[src/hdl/id_queue_pkg.sv]
/* Shared sizes of the ID queue: ID, data and table widths and capacities */

package id_queue_pkg;

    // Every element carries an ID of this many bits
    localparam int ID_WIDTH = 2;

    // Number of distinct IDs that the ID field can express
    localparam int NUM_IDS = 4;

    // Width of one element's data, also used for the exists query and its mask
    localparam int DATA_WIDTH = 16;

    // Total number of elements held across all IDs
    localparam int CAPACITY = 8;

    // The head-tail table never needs more rows than there are IDs or elements
    localparam int HT_CAPACITY = 4;

    // Index into the head-tail table
    localparam int HT_IDX_WIDTH = 2;

    // Index into the linked data table, also the width of a next pointer
    localparam int LD_IDX_WIDTH = 3;

endpackage

[src/hdl/id_queue_lookup.sv]
/* Decode step of the ID queue: ID match against the head-tail table,
   first-free search over both tables, grants and push/pop enables */

`timescale 1ns/100ps

module id_queue_lookup (
    input  logic [id_queue_pkg::ID_WIDTH-1:0]       inp_id_i,
    input  logic                                    inp_req_i,
    input  logic [id_queue_pkg::ID_WIDTH-1:0]       oup_id_i,
    input  logic                                    oup_pop_i,
    input  logic                                    oup_req_i,
    input  logic                                    exists_req_i,
    input  logic [id_queue_pkg::HT_CAPACITY-1:0][id_queue_pkg::ID_WIDTH-1:0] row_id_i,
    input  logic [id_queue_pkg::HT_CAPACITY-1:0]    row_free_i,
    input  logic [id_queue_pkg::CAPACITY-1:0]       slot_free_i,
    output logic                                    inp_gnt_o,
    output logic                                    oup_gnt_o,
    output logic                                    exists_gnt_o,
    output logic                                    push_o,
    output logic                                    pop_o,
    output logic                                    row_hit_o,
    output logic [id_queue_pkg::HT_IDX_WIDTH-1:0]   row_idx_o,
    output logic [id_queue_pkg::HT_IDX_WIDTH-1:0]   free_row_o,
    output logic [id_queue_pkg::LD_IDX_WIDTH-1:0]   free_slot_o
);

    logic [id_queue_pkg::ID_WIDTH-1:0]      lookup_id;
    logic [id_queue_pkg::NUM_IDS-1:0]       lookup_onehot;
    logic [id_queue_pkg::HT_CAPACITY-1:0]   row_match;
    logic                                   full;

    // The queue is full once no linked data slot is left
    assign full = ~|slot_free_i;

    // Push has priority, so the output port only gets the table when no push happens
    assign inp_gnt_o    = ~full;
    assign push_o       = inp_req_i & inp_gnt_o;
    assign oup_gnt_o    = oup_req_i & ~push_o;
    assign exists_gnt_o = exists_req_i;

    // Only one port uses the ID match in a cycle, so one comparator bank serves both
    assign lookup_id = push_o ? inp_id_i : oup_id_i;

    always_comb begin
        lookup_onehot            = '0;
        lookup_onehot[lookup_id] = 1'b1;
    end

    // A row matches when it is occupied and holds the lookup ID
    always_comb begin
        for (int i = 0; i < id_queue_pkg::HT_CAPACITY; i++) begin
            row_match[i] = ~row_free_i[i] & lookup_onehot[row_id_i[i]];
        end
    end

    // At most one row holds a given ID, so OR-ing the indices encodes the one-hot match
    always_comb begin
        row_idx_o = '0;
        for (int i = 0; i < id_queue_pkg::HT_CAPACITY; i++) begin
            if (row_match[i]) begin
                row_idx_o = row_idx_o | i[id_queue_pkg::HT_IDX_WIDTH-1:0];
            end
        end
    end

    assign row_hit_o = |row_match;

    // Pop only when the output is granted and the requested ID is stored
    assign pop_o = oup_gnt_o & oup_pop_i & row_hit_o;

    // Lowest free head-tail row; scanning downward lets the lowest index win
    always_comb begin
        free_row_o = '0;
        for (int i = id_queue_pkg::HT_CAPACITY - 1; i >= 0; i--) begin
            if (row_free_i[i]) begin
                free_row_o = i[id_queue_pkg::HT_IDX_WIDTH-1:0];
            end
        end
    end

    // Lowest free linked data slot, same scheme
    always_comb begin
        free_slot_o = '0;
        for (int i = id_queue_pkg::CAPACITY - 1; i >= 0; i--) begin
            if (slot_free_i[i]) begin
                free_slot_o = i[id_queue_pkg::LD_IDX_WIDTH-1:0];
            end
        end
    end

endmodule

[src/hdl/id_queue_tables.sv]
/* Execute step of the ID queue with the head-tail table and the linked data table,
   updated by one push or one pop per clock */

`timescale 1ns/100ps

module id_queue_tables (
    input  logic                                    clk_i,
    input  logic                                    rst_ni,
    input  logic                                    push_i,
    input  logic                                    pop_i,
    input  logic                                    row_hit_i,
    input  logic [id_queue_pkg::HT_IDX_WIDTH-1:0]   row_idx_i,
    input  logic [id_queue_pkg::HT_IDX_WIDTH-1:0]   free_row_i,
    input  logic [id_queue_pkg::LD_IDX_WIDTH-1:0]   free_slot_i,
    input  logic [id_queue_pkg::ID_WIDTH-1:0]       inp_id_i,
    input  logic [id_queue_pkg::DATA_WIDTH-1:0]     inp_data_i,
    output logic [id_queue_pkg::HT_CAPACITY-1:0][id_queue_pkg::ID_WIDTH-1:0] row_id_o,
    output logic [id_queue_pkg::HT_CAPACITY-1:0]    row_free_o,
    output logic [id_queue_pkg::CAPACITY-1:0]       slot_free_o,
    output logic [id_queue_pkg::CAPACITY-1:0][id_queue_pkg::DATA_WIDTH-1:0] slot_data_o,
    output logic [id_queue_pkg::DATA_WIDTH-1:0]     head_data_o
);

    // Head-tail table, one row per stored ID
    logic [id_queue_pkg::HT_CAPACITY-1:0][id_queue_pkg::ID_WIDTH-1:0]     row_id_q;
    logic [id_queue_pkg::HT_CAPACITY-1:0][id_queue_pkg::LD_IDX_WIDTH-1:0] row_head_q;
    logic [id_queue_pkg::HT_CAPACITY-1:0][id_queue_pkg::LD_IDX_WIDTH-1:0] row_tail_q;
    logic [id_queue_pkg::HT_CAPACITY-1:0]                                 row_free_q;

    // Linked data table, one slot per stored element
    logic [id_queue_pkg::CAPACITY-1:0][id_queue_pkg::DATA_WIDTH-1:0]      slot_data_q;
    logic [id_queue_pkg::CAPACITY-1:0][id_queue_pkg::LD_IDX_WIDTH-1:0]    slot_next_q;
    logic [id_queue_pkg::CAPACITY-1:0]                                    slot_free_q;

    // Head and tail of the matched row serve both push and pop
    logic [id_queue_pkg::LD_IDX_WIDTH-1:0] hit_head;
    logic [id_queue_pkg::LD_IDX_WIDTH-1:0] hit_tail;

    assign hit_head = row_head_q[row_idx_i];
    assign hit_tail = row_tail_q[row_idx_i];

    // Pointers and free flags
    always_ff @(posedge clk_i or negedge rst_ni) begin
        if (!rst_ni) begin
            row_id_q    <= '0;
            row_head_q  <= '0;
            row_tail_q  <= '0;
            row_free_q  <= '1;
            slot_next_q <= '0;
            slot_free_q <= '1;
        end else if (push_i) begin
            // The new element always goes to the lowest free slot
            slot_free_q[free_slot_i] <= 1'b0;
            if (row_hit_i) begin
                // An ID already stored links behind the current tail
                slot_next_q[hit_tail] <= free_slot_i;
                row_tail_q[row_idx_i] <= free_slot_i;
            end else begin
                // First element of this ID claims a fresh row
                row_id_q[free_row_i]   <= inp_id_i;
                row_head_q[free_row_i] <= free_slot_i;
                row_tail_q[free_row_i] <= free_slot_i;
                row_free_q[free_row_i] <= 1'b0;
            end
        end else if (pop_i) begin
            slot_free_q[hit_head] <= 1'b1;
            if (hit_head == hit_tail) begin
                // The row is released when the last element of its ID leaves
                row_free_q[row_idx_i] <= 1'b1;
            end else begin
                row_head_q[row_idx_i] <= slot_next_q[hit_head];
            end
        end
    end

    // Element data goes into the slot that the push claims
    always_ff @(posedge clk_i) begin
        if (push_i) begin
            slot_data_q[free_slot_i] <= inp_data_i;
        end
    end

    assign row_id_o    = row_id_q;
    assign row_free_o  = row_free_q;
    assign slot_free_o = slot_free_q;
    assign slot_data_o = slot_data_q;

    // Oldest element of the matched ID; meaningless when the row did not hit
    assign head_data_o = slot_data_q[hit_head];

endmodule

[src/hdl/id_queue_result.sv]
/* Result step of the ID queue: gated output data and the masked exists search */

`timescale 1ns/100ps

module id_queue_result (
    input  logic                                    oup_gnt_i,
    input  logic                                    row_hit_i,
    input  logic [id_queue_pkg::DATA_WIDTH-1:0]     head_data_i,
    input  logic [id_queue_pkg::CAPACITY-1:0][id_queue_pkg::DATA_WIDTH-1:0] slot_data_i,
    input  logic [id_queue_pkg::CAPACITY-1:0]       slot_free_i,
    input  logic [id_queue_pkg::DATA_WIDTH-1:0]     exists_data_i,
    input  logic [id_queue_pkg::DATA_WIDTH-1:0]     exists_mask_i,
    input  logic                                    exists_gnt_i,
    output logic [id_queue_pkg::DATA_WIDTH-1:0]     oup_data_o,
    output logic                                    oup_data_valid_o,
    output logic                                    exists_o
);

    logic [id_queue_pkg::CAPACITY-1:0] slot_match;

    // Data is only shown for a granted read of a stored ID, zero otherwise
    assign oup_data_valid_o = oup_gnt_i & row_hit_i;
    assign oup_data_o       = oup_data_valid_o ? head_data_i : '0;

    // An occupied slot matches when it differs from the query on no masked bit
    always_comb begin
        for (int i = 0; i < id_queue_pkg::CAPACITY; i++) begin
            slot_match[i] = ~slot_free_i[i] &
                            ~|((slot_data_i[i] ^ exists_data_i) & exists_mask_i);
        end
    end

    // Any match anywhere in the queue answers the query
    assign exists_o = exists_gnt_i & |slot_match;

endmodule

[src/hdl/id_queue.sv]
/* ID queue top level: per-ID FIFO order with push, output and masked exists ports */

`timescale 1ns/100ps

module id_queue (
    input  logic                                clk_i,
    input  logic                                rst_ni,

    input  logic [id_queue_pkg::ID_WIDTH-1:0]   inp_id_i,
    input  logic [id_queue_pkg::DATA_WIDTH-1:0] inp_data_i,
    input  logic                                inp_req_i,
    output logic                                inp_gnt_o,

    input  logic [id_queue_pkg::ID_WIDTH-1:0]   oup_id_i,
    input  logic                                oup_pop_i,
    input  logic                                oup_req_i,
    output logic [id_queue_pkg::DATA_WIDTH-1:0] oup_data_o,
    output logic                                oup_data_valid_o,
    output logic                                oup_gnt_o,

    input  logic [id_queue_pkg::DATA_WIDTH-1:0] exists_data_i,
    input  logic [id_queue_pkg::DATA_WIDTH-1:0] exists_mask_i,
    input  logic                                exists_req_i,
    output logic                                exists_o,
    output logic                                exists_gnt_o
);

    // Decode to execute: enables and the table positions they act on
    logic                                       push;
    logic                                       pop;
    logic                                       row_hit;
    logic [id_queue_pkg::HT_IDX_WIDTH-1:0]      row_idx;
    logic [id_queue_pkg::HT_IDX_WIDTH-1:0]      free_row;
    logic [id_queue_pkg::LD_IDX_WIDTH-1:0]      free_slot;

    // Execute back to decode: table state seen at the start of the cycle
    logic [id_queue_pkg::HT_CAPACITY-1:0][id_queue_pkg::ID_WIDTH-1:0] row_id;
    logic [id_queue_pkg::HT_CAPACITY-1:0]       row_free;
    logic [id_queue_pkg::CAPACITY-1:0]          slot_free;

    // Execute to result: stored data for the output and exists paths
    logic [id_queue_pkg::CAPACITY-1:0][id_queue_pkg::DATA_WIDTH-1:0] slot_data;
    logic [id_queue_pkg::DATA_WIDTH-1:0]        head_data;

    id_queue_lookup u_lookup (
        .inp_id_i     (inp_id_i),
        .inp_req_i    (inp_req_i),
        .oup_id_i     (oup_id_i),
        .oup_pop_i    (oup_pop_i),
        .oup_req_i    (oup_req_i),
        .exists_req_i (exists_req_i),
        .row_id_i     (row_id),
        .row_free_i   (row_free),
        .slot_free_i  (slot_free),
        .inp_gnt_o    (inp_gnt_o),
        .oup_gnt_o    (oup_gnt_o),
        .exists_gnt_o (exists_gnt_o),
        .push_o       (push),
        .pop_o        (pop),
        .row_hit_o    (row_hit),
        .row_idx_o    (row_idx),
        .free_row_o   (free_row),
        .free_slot_o  (free_slot)
    );

    id_queue_tables u_tables (
        .clk_i       (clk_i),
        .rst_ni      (rst_ni),
        .push_i      (push),
        .pop_i       (pop),
        .row_hit_i   (row_hit),
        .row_idx_i   (row_idx),
        .free_row_i  (free_row),
        .free_slot_i (free_slot),
        .inp_id_i    (inp_id_i),
        .inp_data_i  (inp_data_i),
        .row_id_o    (row_id),
        .row_free_o  (row_free),
        .slot_free_o (slot_free),
        .slot_data_o (slot_data),
        .head_data_o (head_data)
    );

    id_queue_result u_result (
        .oup_gnt_i        (oup_gnt_o),
        .row_hit_i        (row_hit),
        .head_data_i      (head_data),
        .slot_data_i      (slot_data),
        .slot_free_i      (slot_free),
        .exists_data_i    (exists_data_i),
        .exists_mask_i    (exists_mask_i),
        .exists_gnt_i     (exists_gnt_o),
        .oup_data_o       (oup_data_o),
        .oup_data_valid_o (oup_data_valid_o),
        .exists_o         (exists_o)
    );

endmodule

[config.mk]
export PLATFORM = sky130hd
export DESIGN_NAME = id_queue
export DESIGN_NICKNAME = d
export VERILOG_FILES = /design/src/hdl/id_queue_pkg.sv /design/src/hdl/id_queue_lookup.sv /design/src/hdl/id_queue_tables.sv /design/src/hdl/id_queue_result.sv /design/src/hdl/id_queue.sv
export SDC_FILE = /design/constraint.sdc
export NUM_CORES = 1
export LEC_CHECK = 0
export BUFFER_PORTS_ARGS = -buffer_cell sky130_fd_sc_hd__buf_4
export CAP_MARGIN = 10
export CORE_ASPECT_RATIO = 2
export CORE_MARGIN = 4
export CORE_UTILIZATION = 35
export CTS_BUF_LIST = sky130_fd_sc_hd__clkbuf_8
export DETAILED_ROUTE_END_ITERATION = 16
export PLACE_DENSITY = 0.63
export SYNTH_ARGS = -nofsm -noshare
export SYNTH_HDL_FRONTEND = slang
export SYNTH_HIERARCHICAL = 1
export SYNTH_SLANG_ARGS = --single-unit
export TNS_END_PERCENT = 100
[constraint.sdc]
create_clock -name clk_i -period 5.4 [get_ports clk_i]
set_clock_uncertainty 0.1 [all_clocks]
set_input_delay 1.08 -clock clk_i [delete_from_list [all_inputs] [get_ports clk_i]]
set_output_delay 1.08 -clock clk_i [all_outputs]
set_load 0.01 [all_outputs]
**Word-level counts from Yosys, hierarchy flattened**

Cells that the tools add are included.

- Register bits after elaboration: 196
- Bits in latches: 0
- Bits in writable memories: 0
- Memory bits (read-only): 0
- Input port bits: 58
- Output and inout bits: 21
- Memories kept: 0

- Add/subtract/negate cells: 0
- Multipliers: 0
- Divide/modulo/power cells: 0
- Order comparisons: 16
- Eq/ne operators: 3
- Shifts and indexed selects: 0
- Muxes and demuxes: 71
- Bitwise logic cells: 54
- Reduce and logical (&&, ||, !) cells: 31

Operators by type and width:

| operator | number |
|---|---|
| $and A16 B16 Y16 | 8 |
| $bwmux W128 | 1 |
| $reduce_or A16 Y1 | 8 |
| $xor A16 B16 Y16 | 8 |
| $mux W12 | 5 |
| $bmux W16 S3 | 1 |
| $bwmux W12 | 4 |
| $demux W16 S3 | 1 |
| $mux W16 | 3 |
| $mux W3 | 14 |
| $bwmux W24 | 1 |
| $lt A2 B3 Y1 const B | 7 |
| $and A1 B1 Y1 | 18 |
| $mux W2 | 8 |
| $mux W4 | 4 |
| $mux W8 | 2 |
| $reduce_or A8 Y1 | 2 |
| $not A1 Y1 | 14 |
| $bmux W3 S2 | 2 |
| $demux W3 S2 | 2 |
| $lt A3 B4 Y1 const B | 3 |
| $mux W1 | 10 |
| $bmux W3 S3 | 1 |
| $demux W3 S3 | 1 |
| other kinds (21) | 47 |

**Longest topological paths before layout**

- Depth in word-level cells: 22
- Gate-level depth with buffers: 15
- Gate-level depth less buffers: 12

**Modules after synthesis**

The synthesis kept the hierarchy.

By module, submodules not included:

| module | instances | cells each | area an instance (µm²) | sequential area each (µm²) |
|---|---|---|---|---|
| id_queue_tables | 1 | 487 | 8,304.2 | 5,560.3 |
| id_queue_result | 1 | 264 | 2,092.0 | 0.0 |
| id_queue_lookup | 1 | 51 | 359.1 | 0.0 |

**Worst setup path before layout**

Ideal clock, no wire load.

- Path type: register to output
- Start: register u_tables.slot_free_q, in the netlist u_tables/slot_free_o[3]
- End: output port oup_data_o[10] in the netlist's numbering
- Data arrival time: 3,876 ps
- Path slack: 344 ps
- Stages on the path, launching flop included: 15
- Buffers on the path: 4
- Cells stage by stage: dfstp_2 or4_4 o21ai_4 mux2i_2 xnor2_2 o31a_2 inv_1 buf_6 buf_6 mux4_2 buf_2 buf_2 mux4_2 mux2_2 and3_1

- Word-level cells in the longest chain between the ends: 18
- Elaborated cells between the ends (all ways): 32
- Classes of those cells: order compare (2); mux (19); bitwise (8); reduce/logical (3)

Ends and longest elaborated chain:

| item | line | text |
|---|---|---|
| start: declaration | id_queue_tables.sv:33 | `logic [id_queue_pkg::CAPACITY-1:0] slot_free_q;` |
| start signal: assignment | id_queue_tables.sv:50 | `slot_free_q <= '1;` |
| start signal: indexed assignment | id_queue_tables.sv:53 | `slot_free_q[free_slot_i] <= 1'b0;` |
| start signal: indexed assignment | id_queue_tables.sv:66 | `slot_free_q[hit_head] <= 1'b1;` |
| $reduce_or A8 Y1 (*) | id_queue_lookup.sv:33 | `assign full = ~\|slot_free_i;` |
| $and A1 B1 Y1 (*) | id_queue_lookup.sv:37 | `assign push_o = inp_req_i & inp_gnt_o;` |
| $mux W2 (*) | id_queue_lookup.sv:42 | `assign lookup_id = push_o ? inp_id_i : oup_id_i;` |
| $lt A2 B3 Y1 (implied by the code) / $ge A2 B1 Y1 (equally long branches) | id_queue_lookup.sv:46 | `lookup_onehot[lookup_id] = 1'b1;` |
| $logic_and A1 B1 Y1 (implied by the code) | id_queue_lookup.sv:46 |  |
| $mux W1 (implied by the code) | id_queue_lookup.sv:46 |  |
| $demux W1 S2 (*) | - |  |
| $bmux W1 S2 | id_queue_lookup.sv:52 | `row_match[i] = ~row_free_i[i] & lookup_onehot[row_id_i[i]];` |
| (+4 left out) | - |  |
| $mux W2 (*) | id_queue_lookup.sv:60 | `if (row_match[i]) begin` |
| named net row_idx (one bit) | id_queue.sv:32 | `logic [id_queue_pkg::HT_IDX_WIDTH-1:0] row_idx;` |
| $bmux W3 S2 (*) | id_queue_tables.sv:39 | `assign hit_head = row_head_q[row_idx_i];` |
| $mux W3 (implied by the code) (*) | id_queue_tables.sv:39 |  |
| $bmux W16 S3 (*) | id_queue_tables.sv:89 | `assign head_data_o = slot_data_q[hit_head];` |
| $mux W16 (implied by the code) (*) | id_queue_tables.sv:89 |  |
| named net head_data (one bit) | id_queue.sv:43 | `logic [id_queue_pkg::DATA_WIDTH-1:0] head_data;` |
| $mux W16 (*) | id_queue_result.sv:23 | `assign oup_data_o = oup_data_valid_o ? head_data_i : '0;` |
| end: declaration | id_queue.sv:17 | `output logic [id_queue_pkg::DATA_WIDTH-1:0] oup_data_o,` |

The timed path passes the listed nets; every way through them passes the cells marked *. The select of a mux whose other input is x is not followed.

**Final worst setup path**

- Start: register u_tables.slot_free_q, in the netlist u_tables/slot_free_o[3]
- End: output port oup_data_o[15] in the netlist's numbering

The elaborated chain is that of the path after synthesis.

==> results.md <==
- Final Util: 41.39%
- Syn Inst Count: approximately 800
- Initial antenna violation count: 3
- IO buf count: just under 80
- Worst Hold Endpoint: u_tables/row_free_o[0]
- Synth Cell Area: around 11000 um2
- Leakage: between 4 and 5 nW
- Min-delay src: u_tables/row_free_o[0]
- Gr usage total: about a fifth
- Max-capacitance violation count: 0
- Final hold violations: 0
- Full die area: 33770 um2
- Initial Util: about 36%
- Pwr dens: about 740 nW/um2
- Routed vias/inst: approximately 5.7
- Synth area leaders: edfxtp_1 36%, dfrtp_1 13%, xor2_1 11%, mux4_2 8.0%, mux2_2 6.3%
- Top Ports: 79
- Max Clock Freq: ~0.18 GHz
- Slowest stage delay, CP: between 0.6 and 0.7 ns
- Worst Path Arrival: roughly 4.5 ns
- Gr ovfl total: 0
- Crit-path max FO: 6
- Cell Chain, Critical Path: or4_4 > o21ai_4 > mux2i_2 > xnor2_2 > o31a_2 > inv_2 > mux4_4 > buf_12 > buf_12 > mux4_2 > mux2_4 > and3_4 > buf_6
- Fillers: approximately 2800
- H-Tree Depth: 4
- Buffer and inverter count on the worst path: 4
- Asr flop ratio synth: 34.69%
- Commonest cells post-synth: 135 x xor2_1, 128 x edfxtp_1, 60 x mux2_2
- Netlist cell types: 56
- Relative slew slack: between 20 and 30%
- Worst reg2reg path startpoint: u_tables/slot_free_o[3]
- First-pass GRT wire length: about 49 mm
- Chip height: about 260 um
- Post-synth EDFFs: between 100 and 150
- Worst-path clk slew: roughly 0.10 ns
- Syn avg cell area: between 10 and 15 um2
- RSZ-0062 raised after global routing: true
- Status: finished with violations
- Std-Cell Rows: 90
- Clock Path Buffers: 2
- Setup-failing EPs final: 16
- Seq/Total Area, Yosys: about half
- Setup crit start: u_tables/slot_free_o[3]
- Final setup margin: -0.2840 ns
- Yosys warns: 6
- DRT Wirelength: 33.82 mm
- CTS tree: yes
- Clk_lat worst skew: a little under 0.5 ns
- Crit end category: output pin
- Setup slack, reg-to-reg: ~0.68 ns
- Post-synth top area share: around 36%
- Slowest CP cell: mux4_4
- Peak VDD IR: between 0.3 and 0.4 mV
- Setup CP Type: reg2out
- Syn nets: between 800 and 900
- Vias in the first global route: 7665
- Largest net degree at the start of global routing: approximately 70
- Hold Path Class: reg2reg
- Layout cells sized above 1: between 30% and 40%
- Nets: between 900 and 1000
- Core area: a little over 30000 um2
- Actual slew at the worst max-slew pin: approximately 1.1 ns
- Pwr Total: roughly 9.3 mW
- R2R depth: 15
- Final antenna-violating net count: 0
- Largest delay contributor family on the critical path: multiplexers
- Residual DRC count: 0
- Ys flop type: edfxtp_1
- Critical path's most frequent cell: buf_12
- Num Clock Sinks: ~200
- Final slew viol count: 0
- Most common cell in the netlist: xor2_1
- Root buffer cell: clkbuf_8
- Area Overhead vs Synth: 16.57%
- Critical Path RT: approximately 4.2 ns
- Routed len/inst: roughly 27 um
- DR iter-0 viols: 512
- DR vias: just over 7000
- Critical Path Source Type: register
- Hold Path Cell Cnt: 2
- Tmin final: approximately 5.7 ns
- Largest area contributor in the netlist: edfxtp_1
- Cts bufs inserted: 17
- #FFs+latches synth: between 150 and 200
- Post-place setup slack: about 0.093 ns
- R2R Path End: u_tables/row_head_q[9]
- Final HPWL DP: 25.44 mm
- Die width: around 130 um
- Final Cycle Share: 105.3%
- Violated checks: setup timing
- RD Place Congestion: between 1 and 1.5
- First-pass iteration count of the detailed router: 5
## state kept, by name (all words and copies together) (netlist names)
| register | flops |
|---|---|
| u_tables/slot_data_o | 128 |
| u_tables/row_id_o | 8 |
| u_tables/row_tail_q | 12 |
| u_tables/row_head_q | 12 |
| u_tables/slot_free_o | 8 |
| u_tables/slot_next_q | 24 |
| u_tables/row_free_o | 4 |
## worst reg2reg max path, delay by kind of cell (launching register included)
kind	cells	cell delay (ns)
XOR/XNOR	2	0.29
AO/OA/AOI/OAI	3	0.82
AND/OR/NAND/NOR	2	1.06
flip-flops	1	0.38
multiplexers	3	1.19
buffers and inverters	5	0.79
## what timing repair did
| action | CTS | global route |
|---|---|---|
| setup buffers | 5 | 0 |
| setup endpoints to repair | 16 | 16 |
| pin swaps | 5 | 4 |
| cloned | 4 | 0 |
| resized for setup | 57 | 2 |
| hold buffers | 0 | 0 |
## report_power, final
| part | internal, mW | switching [mW] | total [mW] |
|---|---|---|---|
| combinational | 2.93 | 3.03 | 5.96 |
| clock | 0.376 | 0.542 | 0.919 |
| sequential | 2.11 | 0.276 | 2.39 |
## stage by stage
step	instance area (um2)	instances	TNS [ns]	hold WS, ns
floorplan	10760	802	0	0.3538
global placement	11760	1222	0	0.3711
detailed placement	11760	1222	0	0.3712
CTS	12520	1263	-4.740	0.3874
global route	12530	1264	-6.343	0.4211
finish	12540	1265	-4.118	0.3851
## routing by layer
metal | GRT usage [%] | wire [um]
met5 | 0 | 20
met2 | 38.21 | 18960
met3 | 3.934 | 1282
met1 | 17.22 | 10210
met4 | 16.94 | 3354
## cell families (layout without fill, tap and decap cells)
group,Yosys count,after routing,synth area share [%]
AOI/OAI and AO/OA,122,122,9.074
xor gates and xnor gates,139,139,11.39
buffers and inverters,81,174,4.013
DFF,196,196,51.70
muxes,123,123,16.60
other,0,2,0
and+or+nand+nor,141,141,7.224
## cell type report
| class | count | area (um2) | share of cell area, % |
|---|---|---|---|
| multi-input combinational | 525 | 4949 | 39.47 |
| antenna | 2 | 5.005 | 0.03992 |
| timing repair buffer | 121 | 1102 | 8.792 |
| clock buffer | 17 | 234.0 | 1.866 |
| inverter | 21 | 78.83 | 0.6287 |
| clock inverter | 15 | 147.6 | 1.178 |
| tap | 368 | 460.4 | 3.673 |
| sequential | 196 | 5560 | 44.35 |
## worst max path at each step
stage               cells after the start              to
floorplan                              14  oup_data_o[10]
global placement                       13   oup_data_o[4]
detailed placement                     13   oup_data_o[4]
CTS                                    13   oup_data_o[4]
global route                           15   oup_data_o[4]
finish                                 13  oup_data_o[15]
## layout by cell type, fill, tap and decap left out, drive strengths merged, types with 14 or more instances in the layout
| cell | count |
|---|---|
| inv | 27 |
| o21ai | 16 |
| xor2 | 135 |
| clkbuf | 17 |
| nor3 | 14 |
| mux4 | 38 |
| a22oi | 39 |
| and3 | 17 |
| nand2 | 24 |
| dfrtp | 56 |
| nor2 | 28 |
| mux2i | 25 |
| a21oi | 15 |
| buf | 121 |
| a31oi | 17 |
| edfxtp | 128 |
| mux2 | 60 |
Power figures use the tool's default switching activity.
